**src/selen_mau_pkg.sv**
```systemverilog
// Shared enums for the L1 memory access unit; all three are one bit wide, tag values follow port order
`default_nettype none

package selen_mau_pkg;

	// --------------------------------------------------------------------------
	// Port tag, travels through the tag queue
	// --------------------------------------------------------------------------
	typedef enum logic {
		PORT_I = 1'b0,
		PORT_D = 1'b1
	} mau_port_e;

	// --------------------------------------------------------------------------
	// Request issuer sequencer
	// --------------------------------------------------------------------------
	typedef enum logic {
		ISS_IDLE  = 1'b0,
		ISS_BURST = 1'b1
	} issuer_state_e;

	// --------------------------------------------------------------------------
	// Acknowledge collector
	// --------------------------------------------------------------------------
	typedef enum logic {
		COL_IDLE = 1'b0,
		COL_RECV = 1'b1
	} collector_state_e;

endpackage

`default_nettype wire

```
**src/l1_mau.sv**
```systemverilog
// L1 refill unit, reads only; no write, error, retry, lock or tag signals on the Wishbone side
`timescale 1ns/1ns
`default_nettype none

module l1_mau #(
	parameter int ADDR_WIDTH = 32,
	parameter int DATA_WIDTH = 32,
	parameter int LINE_WORDS = 4
) (
	input  wire logic                             wb_clk_i,
	input  wire logic                             rst_n,

	// Instruction cache port
	input  wire logic                             l1i_req_val_i,
	input  wire logic [ADDR_WIDTH-1:0]            l1i_req_addr_i,
	output logic                                  l1i_req_ack_o,
	output logic      [LINE_WORDS*DATA_WIDTH-1:0] l1i_ack_data_o,

	// Data cache port
	input  wire logic                             l1d_req_val_i,
	input  wire logic [ADDR_WIDTH-1:0]            l1d_req_addr_i,
	output logic                                  l1d_req_ack_o,
	output logic      [LINE_WORDS*DATA_WIDTH-1:0] l1d_ack_data_o,

	// Wishbone B4 pipelined master
	input  wire logic [DATA_WIDTH-1:0]            wb_dat_i,
	input  wire logic                             wb_ack_i,
	input  wire logic                             wb_stall_i,
	output logic      [ADDR_WIDTH-1:0]            wb_adr_o,
	output logic                                  wb_cyc_o,
	output logic                                  wb_stb_o,
	output logic                                  wb_sel_o
);

	localparam int LINE_WIDTH = LINE_WORDS * DATA_WIDTH;
	localparam int TAG_WIDTH  = $bits(selen_mau_pkg::mau_port_e);

	logic                     tag_push;
	selen_mau_pkg::mau_port_e tag_port;
	logic                     tag_pop;
	logic [TAG_WIDTH-1:0]     tag_head_raw;
	selen_mau_pkg::mau_port_e tag_head;
	logic                     tag_empty;
	logic                     tag_full;
	logic [LINE_WIDTH-1:0]    line_data;
	logic                     cyc_r;

	mau_req_issuer #(
		.ADDR_WIDTH (ADDR_WIDTH),
		.DATA_WIDTH (DATA_WIDTH),
		.LINE_WORDS (LINE_WORDS)
	) issuer (
		.wb_clk_i       (wb_clk_i),
		.rst_n          (rst_n),
		.l1i_req_val_i  (l1i_req_val_i),
		.l1i_req_addr_i (l1i_req_addr_i),
		.l1d_req_val_i  (l1d_req_val_i),
		.l1d_req_addr_i (l1d_req_addr_i),
		.ack_i_i        (l1i_req_ack_o),
		.ack_d_i        (l1d_req_ack_o),
		.wb_stall_i     (wb_stall_i),
		.tag_push_o     (tag_push),
		.tag_port_o     (tag_port),
		.wb_stb_o       (wb_stb_o),
		.wb_adr_o       (wb_adr_o)
	);

	// One slot per port, so two is enough
	mau_tag_fifo #(
		.WIDTH (TAG_WIDTH),
		.DEPTH (2)
	) tag_queue (
		.wb_clk_i    (wb_clk_i),
		.rst_n       (rst_n),
		.push_i      (tag_push),
		.push_data_i (tag_port),
		.pop_i       (tag_pop),
		.pop_data_o  (tag_head_raw),
		.empty_o     (tag_empty),
		.full_o      (tag_full)
	);

	assign tag_head = selen_mau_pkg::mau_port_e'(tag_head_raw);

	mau_ack_collector #(
		.DATA_WIDTH (DATA_WIDTH),
		.LINE_WORDS (LINE_WORDS)
	) collector (
		.wb_clk_i      (wb_clk_i),
		.rst_n         (rst_n),
		.wb_ack_i      (wb_ack_i),
		.wb_dat_i      (wb_dat_i),
		.tag_head_i    (tag_head),
		.tag_pop_o     (tag_pop),
		.l1i_req_ack_o (l1i_req_ack_o),
		.l1d_req_ack_o (l1d_req_ack_o),
		.line_data_o   (line_data)
	);

	// --------------------------------------------------------------------------
	// Bus cycle, high while any line is in flight
	// --------------------------------------------------------------------------
	// Push folded in so cyc rises together with the first strobe
	always_ff @(posedge wb_clk_i or negedge rst_n) begin
		if (!rst_n)
			cyc_r <= 1'b0;
		else
			cyc_r <= tag_push || !tag_empty;
	end

	assign wb_cyc_o       = cyc_r;
	assign wb_sel_o       = wb_stb_o;
	assign l1i_ack_data_o = line_data;
	assign l1d_ack_data_o = line_data;

	// Strobe only inside a bus cycle, and never a third line in flight
	a_stb_in_cyc: assert property (@(posedge wb_clk_i) disable iff (!rst_n)
		wb_stb_o |-> wb_cyc_o);
	a_no_third_line: assert property (@(posedge wb_clk_i) disable iff (!rst_n)
		tag_full |-> !tag_push);

endmodule

`default_nettype wire

```
**src/mau_ack_collector.sv**
```systemverilog
// Beats arrive in order, line completes on every LINE_WORDS-th ack; first beat lands in top word
`timescale 1ns/1ns
`default_nettype none

module mau_ack_collector #(
	parameter int DATA_WIDTH = 32,
	parameter int LINE_WORDS = 4
) (
	input  wire logic                                 wb_clk_i,
	input  wire logic                                 rst_n,
	input  wire logic                                 wb_ack_i,
	input  wire logic [DATA_WIDTH-1:0]                wb_dat_i,
	input  wire selen_mau_pkg::mau_port_e             tag_head_i,
	output logic                                      tag_pop_o,
	output logic                                      l1i_req_ack_o,
	output logic                                      l1d_req_ack_o,
	output logic      [LINE_WORDS*DATA_WIDTH-1:0]     line_data_o
);

	localparam int LINE_WIDTH = LINE_WORDS * DATA_WIDTH;
	localparam int CNT_W      = $clog2(LINE_WORDS);

	selen_mau_pkg::collector_state_e state;

	logic [CNT_W-1:0]      beat_cnt;
	logic [LINE_WIDTH-1:0] line;
	logic                  last_beat;
	logic                  ack_i_r;
	logic                  ack_d_r;

	// --------------------------------------------------------------------------
	// Beat counting
	// --------------------------------------------------------------------------
	assign last_beat = wb_ack_i && (state == selen_mau_pkg::COL_RECV)
		&& (beat_cnt == CNT_W'(LINE_WORDS - 1));
	assign tag_pop_o = last_beat;

	always_ff @(posedge wb_clk_i or negedge rst_n) begin
		if (!rst_n) begin
			state    <= selen_mau_pkg::COL_IDLE;
			beat_cnt <= '0;
		end else if (wb_ack_i) begin
			case (state)
				selen_mau_pkg::COL_IDLE: begin
					state    <= selen_mau_pkg::COL_RECV;
					beat_cnt <= CNT_W'(1);
				end
				selen_mau_pkg::COL_RECV: begin
					if (last_beat) begin
						state    <= selen_mau_pkg::COL_IDLE;
						beat_cnt <= '0;
					end else begin
						beat_cnt <= beat_cnt + 1'b1;
					end
				end
				default: state <= selen_mau_pkg::COL_IDLE;
			endcase
		end
	end

	// Older beats move toward the top word
	always_ff @(posedge wb_clk_i) begin
		if (wb_ack_i)
			line <= {line[LINE_WIDTH-DATA_WIDTH-1:0], wb_dat_i};
	end

	// --------------------------------------------------------------------------
	// Port acknowledge, one cycle after the pop
	// --------------------------------------------------------------------------
	always_ff @(posedge wb_clk_i or negedge rst_n) begin
		if (!rst_n) begin
			ack_i_r <= 1'b0;
			ack_d_r <= 1'b0;
		end else begin
			ack_i_r <= last_beat && (tag_head_i == selen_mau_pkg::PORT_I);
			ack_d_r <= last_beat && (tag_head_i == selen_mau_pkg::PORT_D);
		end
	end

	assign l1i_req_ack_o = ack_i_r;
	assign l1d_req_ack_o = ack_d_r;
	assign line_data_o   = line;

endmodule

`default_nettype wire

```
**src/mau_req_issuer.sv**
```systemverilog
// Read bursts only, one outstanding line per port; request address must be line aligned
`timescale 1ns/1ns
`default_nettype none

module mau_req_issuer #(
	parameter int ADDR_WIDTH = 32,
	parameter int DATA_WIDTH = 32,
	parameter int LINE_WORDS = 4
) (
	input  wire logic                  wb_clk_i,
	input  wire logic                  rst_n,
	input  wire logic                  l1i_req_val_i,
	input  wire logic [ADDR_WIDTH-1:0] l1i_req_addr_i,
	input  wire logic                  l1d_req_val_i,
	input  wire logic [ADDR_WIDTH-1:0] l1d_req_addr_i,
	input  wire logic                  ack_i_i,
	input  wire logic                  ack_d_i,
	input  wire logic                  wb_stall_i,
	output logic                       tag_push_o,
	output selen_mau_pkg::mau_port_e   tag_port_o,
	output logic                       wb_stb_o,
	output logic      [ADDR_WIDTH-1:0] wb_adr_o
);

	localparam int CNT_W = $clog2(LINE_WORDS);
	localparam int STEP  = DATA_WIDTH / 8;

	selen_mau_pkg::issuer_state_e state;

	logic                  out_i;
	logic                  out_d;
	logic                  elig_i;
	logic                  elig_d;
	logic                  take;
	logic                  beat;
	logic [CNT_W-1:0]      beat_cnt;
	logic [ADDR_WIDTH-1:0] addr;

	// --------------------------------------------------------------------------
	// Eligibility and arbitration, data port first
	// --------------------------------------------------------------------------
	assign elig_i = l1i_req_val_i && !out_i;
	assign elig_d = l1d_req_val_i && !out_d;
	assign take   = (state == selen_mau_pkg::ISS_IDLE) && (elig_i || elig_d);

	assign tag_push_o = take;
	assign tag_port_o = elig_d ? selen_mau_pkg::PORT_D : selen_mau_pkg::PORT_I;

	// Outstanding flags, set on issue and cleared by the line ack
	always_ff @(posedge wb_clk_i or negedge rst_n) begin
		if (!rst_n) begin
			out_i <= 1'b0;
			out_d <= 1'b0;
		end else begin
			if (ack_i_i)
				out_i <= 1'b0;
			else if (take && !elig_d)
				out_i <= 1'b1;
			if (ack_d_i)
				out_d <= 1'b0;
			else if (take && elig_d)
				out_d <= 1'b1;
		end
	end

	// --------------------------------------------------------------------------
	// Burst sequencer
	// --------------------------------------------------------------------------
	assign wb_stb_o = (state == selen_mau_pkg::ISS_BURST);
	assign beat     = wb_stb_o && !wb_stall_i;
	assign wb_adr_o = addr;

	always_ff @(posedge wb_clk_i or negedge rst_n) begin
		if (!rst_n) begin
			state    <= selen_mau_pkg::ISS_IDLE;
			beat_cnt <= '0;
		end else begin
			case (state)
				selen_mau_pkg::ISS_IDLE: begin
					if (take) begin
						state    <= selen_mau_pkg::ISS_BURST;
						beat_cnt <= CNT_W'(LINE_WORDS - 1);
					end
				end
				selen_mau_pkg::ISS_BURST: begin
					// Count moves only on beats the slave took
					if (beat) begin
						if (beat_cnt == '0)
							state <= selen_mau_pkg::ISS_IDLE;
						else
							beat_cnt <= beat_cnt - 1'b1;
					end
				end
				default: state <= selen_mau_pkg::ISS_IDLE;
			endcase
		end
	end

	// Word address of the next beat
	always_ff @(posedge wb_clk_i) begin
		if (take)
			addr <= elig_d ? l1d_req_addr_i : l1i_req_addr_i;
		else if (beat)
			addr <= addr + ADDR_WIDTH'(STEP);
	end

	// Stalled beat keeps strobe and address
	a_adr_hold: assert property (@(posedge wb_clk_i) disable iff (!rst_n)
		wb_stb_o && wb_stall_i |=> wb_stb_o && $stable(wb_adr_o));

	// Collector never acks a port that has no line in flight
	a_ack_outstanding: assert property (@(posedge wb_clk_i) disable iff (!rst_n)
		(ack_i_i |-> out_i) and (ack_d_i |-> out_d));

endmodule

`default_nettype wire

```
**src/mau_tag_fifo.sv**
```systemverilog
// Small circular FIFO, DEPTH must be at least 2; head word is valid only while empty_o is low
`timescale 1ns/1ns
`default_nettype none

module mau_tag_fifo #(
	parameter int WIDTH = 1,
	parameter int DEPTH = 2
) (
	input  wire logic             wb_clk_i,
	input  wire logic             rst_n,
	input  wire logic             push_i,
	input  wire logic [WIDTH-1:0] push_data_i,
	input  wire logic             pop_i,
	output logic      [WIDTH-1:0] pop_data_o,
	output logic                  empty_o,
	output logic                  full_o
);

	localparam int PTR_W = (DEPTH > 1) ? $clog2(DEPTH) : 1;
	localparam int CNT_W = $clog2(DEPTH + 1);

	logic [WIDTH-1:0] mem [DEPTH];
	logic [PTR_W-1:0] wr_ptr;
	logic [PTR_W-1:0] rd_ptr;
	logic [CNT_W-1:0] count;

	assign empty_o    = (count == '0);
	assign full_o     = (count == CNT_W'(DEPTH));
	assign pop_data_o = mem[rd_ptr];

	// Storage
	always_ff @(posedge wb_clk_i) begin
		if (push_i)
			mem[wr_ptr] <= push_data_i;
	end

	// Pointers wrap at DEPTH, count holds on push and pop together
	always_ff @(posedge wb_clk_i or negedge rst_n) begin
		if (!rst_n) begin
			wr_ptr <= '0;
			rd_ptr <= '0;
			count  <= '0;
		end else begin
			if (push_i)
				wr_ptr <= (wr_ptr == PTR_W'(DEPTH - 1)) ? '0 : wr_ptr + 1'b1;
			if (pop_i)
				rd_ptr <= (rd_ptr == PTR_W'(DEPTH - 1)) ? '0 : rd_ptr + 1'b1;
			if (push_i && !pop_i)
				count <= count + 1'b1;
			else if (pop_i && !push_i)
				count <= count - 1'b1;
		end
	end

	// Overflow means more lines in flight than the issuer may start
	a_no_overflow: assert property (@(posedge wb_clk_i) disable iff (!rst_n)
		push_i |-> !full_o || pop_i);

	// Underflow means an ack burst with no burst issued
	a_no_underflow: assert property (@(posedge wb_clk_i) disable iff (!rst_n)
		pop_i |-> !empty_o);

endmodule

`default_nettype wire

```
**config.mk**
```make
export PLATFORM = sky130hd
export DESIGN_NAME = l1_mau
export DESIGN_NICKNAME = d
export VERILOG_FILES = /design/src/selen_mau_pkg.sv /design/src/l1_mau.sv /design/src/mau_ack_collector.sv /design/src/mau_req_issuer.sv /design/src/mau_tag_fifo.sv
export SDC_FILE = /design/constraint.sdc
export NUM_CORES = 1
export LEC_CHECK = 0
export BUFFER_PORTS_ARGS = -buffer_cell sky130_fd_sc_hd__buf_2
export CELL_PAD_IN_SITES_DETAIL_PLACEMENT = 2
export CELL_PAD_IN_SITES_GLOBAL_PLACEMENT = 2
export CORE_MARGIN = 2
export CORE_UTILIZATION = 25
export DETAILED_ROUTE_END_ITERATION = 8
export PLACE_DENSITY = 0.8
export SLEW_MARGIN = 0
export SYNTH_ARGS = -nofsm -noshare
export SYNTH_HDL_FRONTEND = slang
export SYNTH_SLANG_ARGS = --single-unit
```
**constraint.sdc**
```tcl
create_clock -name wb_clk_i -period 3.3 [get_ports wb_clk_i]
set_clock_uncertainty 0.15 [all_clocks]
set_input_delay 0.165 -clock wb_clk_i [delete_from_list [all_inputs] [get_ports wb_clk_i]]
set_output_delay 0.165 -clock wb_clk_i [all_outputs]
set_load 0.03 [all_outputs]
```
[Yosys cells after proc, flatten, opt, wreduce, memory -nomap -nowiden]
Memories as Yosys holds them, arrays and structs flattened.
Index checks and enable logic that the tools add are counted.
Storage, ports and cells
  output and inout port bits: 293
  bits in writable memories: 2
  flip-flop bits (word level): 175
  memories: 1
  input port bits: 102
  word-level logic and storage cells: 82
Memory list
  tag_queue.mem: depth 2, width 1, rd ports 1, clocked after Yosys merged registers in 0, write ports 1, line mau_tag_fifo.sv:22  | logic [WIDTH-1:0] mem [DEPTH];
Cells by class
  bitwise operators: 3
  add/subtract/negate cells: 7
  equal/unequal tests: 4
  muxes and demuxes: 25
  reduce and logical (&&, ||, !) cells: 28
Operator list (number)
  $mux W32: 3
  $add A32 B3 Y32 const B: 1
  $logic_and A1 B1 Y1: 12
  $mux W1: 12
  $mux W2: 6
  $pmux W2 S2: 2
  $reduce_bool A2 Y1: 4
  $logic_not A1 Y1: 7
  $add A2 B1 Y2 const B: 2
  $logic_not A2 Y1: 2
  $ne A2 B2 Y1 const B: 2
  $pmux W1 S2: 2
  $sub A2 B1 Y2 const B: 2
  $not A1 Y1: 3
  $reduce_and A3 Y1: 1
  $add A1 B1 Y1 const B: 2
  $eq A2 B2 Y1 const B: 1
  $logic_or A1 B1 Y1: 2
  $ne A2 B1 Y1 const B: 1

[Logic depth before layout (Yosys ltp)]
  depth after elaboration: 8
  depth in mapped cells: 8
  mapped depth without buffers: 7

[By module]
A second synthesis with hierarchy kept.
Second synthesis, totals
  cell total of the unflattened synthesis: 510
  area total of the unflattened synthesis: 7528.5 µm²
Modules (own cells, without submodules)
  mau_ack_collector: cells an instance 144, area each 4042.6 µm², times used 1
  mau_req_issuer: cells an instance 216, area each 2225.9 µm², times used 1
  l1_mau: cells an instance 131, area each 999.7 µm², times used 1
  mau_tag_fifo: cells an instance 19, area each 260.2 µm², times used 1

[Least setup slack after synthesis]
No wires, ideal clock.
  path type: register to register
  from: reg issuer.state (netlist: issuer.wb_stb_o)
  to: reg issuer.addr[10] (netlist: issuer.wb_adr_o[10]) (enable)
  period minus slack after synthesis: 3603 ps
  arrival time: 2989 ps
  required time: 2686 ps
  slack: -303 ps
  library setup time: 464 ps
  cell stages (with the launch flop): 3
  path through: dfrtp_1 -> inv_1 -> o21ai_0
Between the ends
  word-level cells in the longest chain between the ends: 3
  elaborated cells between the ends (all ways): 4
  those cells by class: bitwise: 1; reduce/logical: 3
Ends and longest elaborated chain
  start: declaration: line mau_req_issuer.sv:28  | selen_mau_pkg::issuer_state_e state;
  start signal: assignment: line mau_req_issuer.sv:75  | state <= selen_mau_pkg::ISS_IDLE;
  start signal: assignment: line mau_req_issuer.sv:81  | state <= selen_mau_pkg::ISS_BURST;
  start signal: assignment: line mau_req_issuer.sv:89  | state <= selen_mau_pkg::ISS_IDLE;
  $not A1 Y1: line mau_req_issuer.sv:44  | assign take = (state == selen_mau_pkg::ISS_IDLE) && (elig_i || elig_d);
  $logic_and A1 B1 Y1: line mau_req_issuer.sv:44
  $reduce_bool A2 Y1 (no source line) (*)
  end signal: assignment: line mau_req_issuer.sv:102  | addr <= elig_d ? l1d_req_addr_i : l1i_req_addr_i;
  end signal: assignment: line mau_req_issuer.sv:104  | addr <= addr + ADDR_WIDTH'(STEP);
  end: declaration: line mau_req_issuer.sv:37  | logic [ADDR_WIDTH-1:0] addr;
Mark *: on every way between the ends. The rest lies on a longest branch, timed or not.
A chain may end at the register's enable or synchronous reset.

[Worst setup path after layout]
  from: reg issuer.addr[2] (netlist: issuer.wb_adr_o[2])
  to: reg issuer.addr[28] (netlist: issuer.wb_adr_o[28]) (data pin)
Between the ends
  word-level cells in the longest chain between the ends: 3
Ends and longest elaborated chain
  $add A32 B3 Y32: line mau_req_issuer.sv:104
  $mux W32: line mau_req_issuer.sv:103  | else if (beat)
  $mux W32: line mau_req_issuer.sv:101  | if (take)
No other way between the ends. The select of a mux whose other input is x is not followed.

==> impl_metrics.tcl <==
set metrics [dict create \
    status "finished, final reports clean" \
    reg2reg_depth 5 \
    fin_area_um2 10700 \
    power_density_nw_per_um2 765 \
    r2r_slack_ps 810 \
    whs_path_depth 3 \
    yosysUniqueCellTypes 40 \
    multi_input_area_um2 1290 \
    utilization_pct 35.9 \
    ys_seq_elements 177 \
    grt_pass1_wl_mm 39.9 \
    min-delay-start "wb_ack_i" \
    clkLatencyLatePin_ps 430 \
    mostFrequentLayoutCells "393 x buf_2, 162 x edfxtp_1, 99 x dlygate4sd3_1" \
    finalSetupViolations 0 \
    synth_top_area_share_pct 63.9 \
    place_area_um2 9110 \
    io_pins 395 \
    reg2reg_from "issuer.wb_adr_o[2]" \
    cts_sinks 177 \
    worst_slew_pin_slew_ps 961 \
    crit_slowest_cell "or4_4" \
    fin_crit_ps 2490 \
    worstSetupPathType "reg2reg" \
    fin_cells 1305 \
    wl_per_cell_um 21.3 \
    dieArea_um2 31800 \
    min_to "collector.l1i_req_ack_o" \
    io_buffers 394 \
    grt_max_degree 134 \
    cts_tree "built" \
    die_w_um 178 \
    arrival_ps 2640 \
    post_cts_buffers 0 \
    grt.total_usage_pct 17.0 \
    synth_top_area_cell "edfxtp_1" \
    drive_gt1_share_pct 48.0 \
    synthTopCellsByArea "edfxtp_1 64%, buf_4 13%, dfrtp_1 4.9%" \
    antenna_found_initial 1 \
    path_clk_slew_ps 80 \
    core_area_um2 29800 \
    gp_congestion 0.743 \
    dp_hpwl_mm 20.0 \
    ant_nets 0 \
    vias_per_cell 4.41 \
    htreeDepth 4 \
    max_freq_ghz 0.401 \
    cts_root_buf "clkbuf_16" \
    final_nets 1007 \
    cp_max_fo 11 \
    wl_met3_mm 1.99 \
    crit_path_end_kind "register" \
    route.met2.wl_mm 16.1 \
    layout_commonest_cell "buf_2" \
    dp_cells 1173 \
    highest_layer "met4" \
    whs_ps 16.7 \
    setup_tns_ps 0 \
    syn2layout_area_growth_pct 40.7 \
    start_kind "register" \
    fill_cells 3168 \
    p_leak_nw 4.39 \
    fin_crit_sh_pct 75.6 \
    numCtsBuffers 17 \
    yosysWarningCount 0 \
    start_util_pct 25.5 \
    drc 0 \
    vdd_drop_max_mv 0.306 \
    slew_headroom_pct 35.9 \
    synthCells 527 \
    slew_viol_final 0 \
    vias 5761 \
    r2r_end "issuer.wb_adr_o[28]" \
    cp.buffers_inverters 0 \
    syn_area_per_cell_um2 14.4 \
    drt_first_iter_violations 237 \
    grt-ovfl-total 0 \
    firstDrtPassIters 4 \
    maxCapViolCount 0 \
    synth.yosys.seq_area_share_pct 68.9 \
    path_delay_family "simple AND/OR/NAND/NOR gates" \
    min_path_type "in2reg" \
    ctsResizeCount 0 \
    syn_nets 633 \
    synthesis.area_um2 7610 \
    grt_pass1_vias 6356 \
    slowest_delay_ps 610 \
    hold_viol 0 \
    met1_length_mm 9.58 \
    layout.area.seq_um2 5240 \
    wl_mm 27.8 \
    worst-endpoint-required_ps 3440 \
    rsz0062_at_grt "no" \
    cts_buffer_depth 2 \
    row_count 63 \
    die_height_um 178 \
    crit_chain "ha_1 -> nand4_2 -> or4_4 -> or4_1 -> nand3_1" \
]
## final cells by class
cell class	instances	share of cell area (%)
diodes	1	0.0234
well taps	390	4.56
clock inverters	15	1.67
flip-flops and latches	177	49.0
inverters	16	0.561
multi-input cells	191	12.1
repair buffers	498	28.2
clock buffers	17	3.97
## routing by layer
| metal | global-route usage, % | vias to the layer above |
|---|---|---|
| met5 | 0 | - |
| met4 | 2.91 | 0 |
| met3 | 4.73 | 10 |
| met2 | 34.9 | 258 |
| met1 | 16.8 | 2900 |
| li1 | - | 2593 |
## repair_timing
item                                    in CTS  in global routing
hold endpoints to repair                    82                  0
hold buffers                                99                  0
endpoints found under the setup margin       0                  0
## how the worst max path moves through the flow
stage	from	end	slack, ps	cells past startpoint
after floorplan	issuer.wb_stb_o	issuer.wb_adr_o[10]	550	2
after global placement	issuer.wb_adr_o[2]	issuer.wb_adr_o[22]	980	5
after detailed placement	issuer.wb_adr_o[2]	issuer.wb_adr_o[28]	820	5
after CTS	issuer.wb_adr_o[2]	issuer.wb_adr_o[28]	800	5
after global routing	issuer.out_d	issuer.wb_adr_o[10]	630	7
final	issuer.wb_adr_o[2]	issuer.wb_adr_o[28]	810	5
## worst register-to-register path: stages, from the launching register on
cell and delay, ps:
edfxtp_1 480, ha_1 290, nand4_2 220, or4_4 620, or4_1 490, nand3_1 100
## cell usage after synthesis
library cell / instances
a31oi_1: 1
nand4_1: 9
edfxtp_1: 162
a22oi_1: 29
or4_4: 2
nor3_1: 8
clkbuf_1: 12
xor2_1: 4
a222oi_1: 1
inv_1: 16
a22o_1: 3
o21a_1: 2
nand3b_1: 1
and2_1: 1
ha_1: 4
nand4_2: 1
or2_2: 2
nor4_1: 3
dfrtp_1: 15
a211oi_1: 1
nand4b_1: 1
or4_1: 16
xnor2_1: 14
o21ai_0: 16
or3_1: 3
o211ai_1: 13
o311ai_0: 1
nand3_1: 26
nand2_1: 7
nand2b_1: 2
buf_4: 129
buf_6: 1
buf_2: 1
a211o_1: 1
a21o_1: 1
a2bb2oi_1: 1
nor2b_1: 1
mux2i_1: 2
nor2_1: 13
o22a_1: 1
## flip-flops by register name (all words and copies together) (netlist names), 2 cells and up
signal,cells
tag_queue.mem,2
issuer.beat_cnt,2
collector.line_data_o,128
collector.beat_cnt,2
issuer.wb_adr_o,32
tag_queue.count,2
## through the flow
stage | total power, mW | setup WS [ps]
floorplan | 5.11 | 549
global placement | 5.81 | 982
detailed placement | 5.96 | 824
finish | 8.19 | 805
CTS | 8.24 | 797
global route | 8.60 | 632
## cells by family after synthesis
logic type	count (synthesis)	share of synthesized area, %
adders and majority gates	4	0.658
xor gates and xnor gates	18	2.07
DFF	177	68.9
AOI/OAI and AO/OA	71	6.61
muxes	2	0.263
and+or+nand+nor	96	7.20
buffers and inverters	159	14.3
## power breakdown
part	switching, mW	internal, mW	total, mW	leakage (nW)
logic	1.77	0.853	2.62	2.34
registers	0.463	3.01	3.47	1.76
clock network	1.05	1.04	2.09	0.295
(Power assumes the default switching activity.)
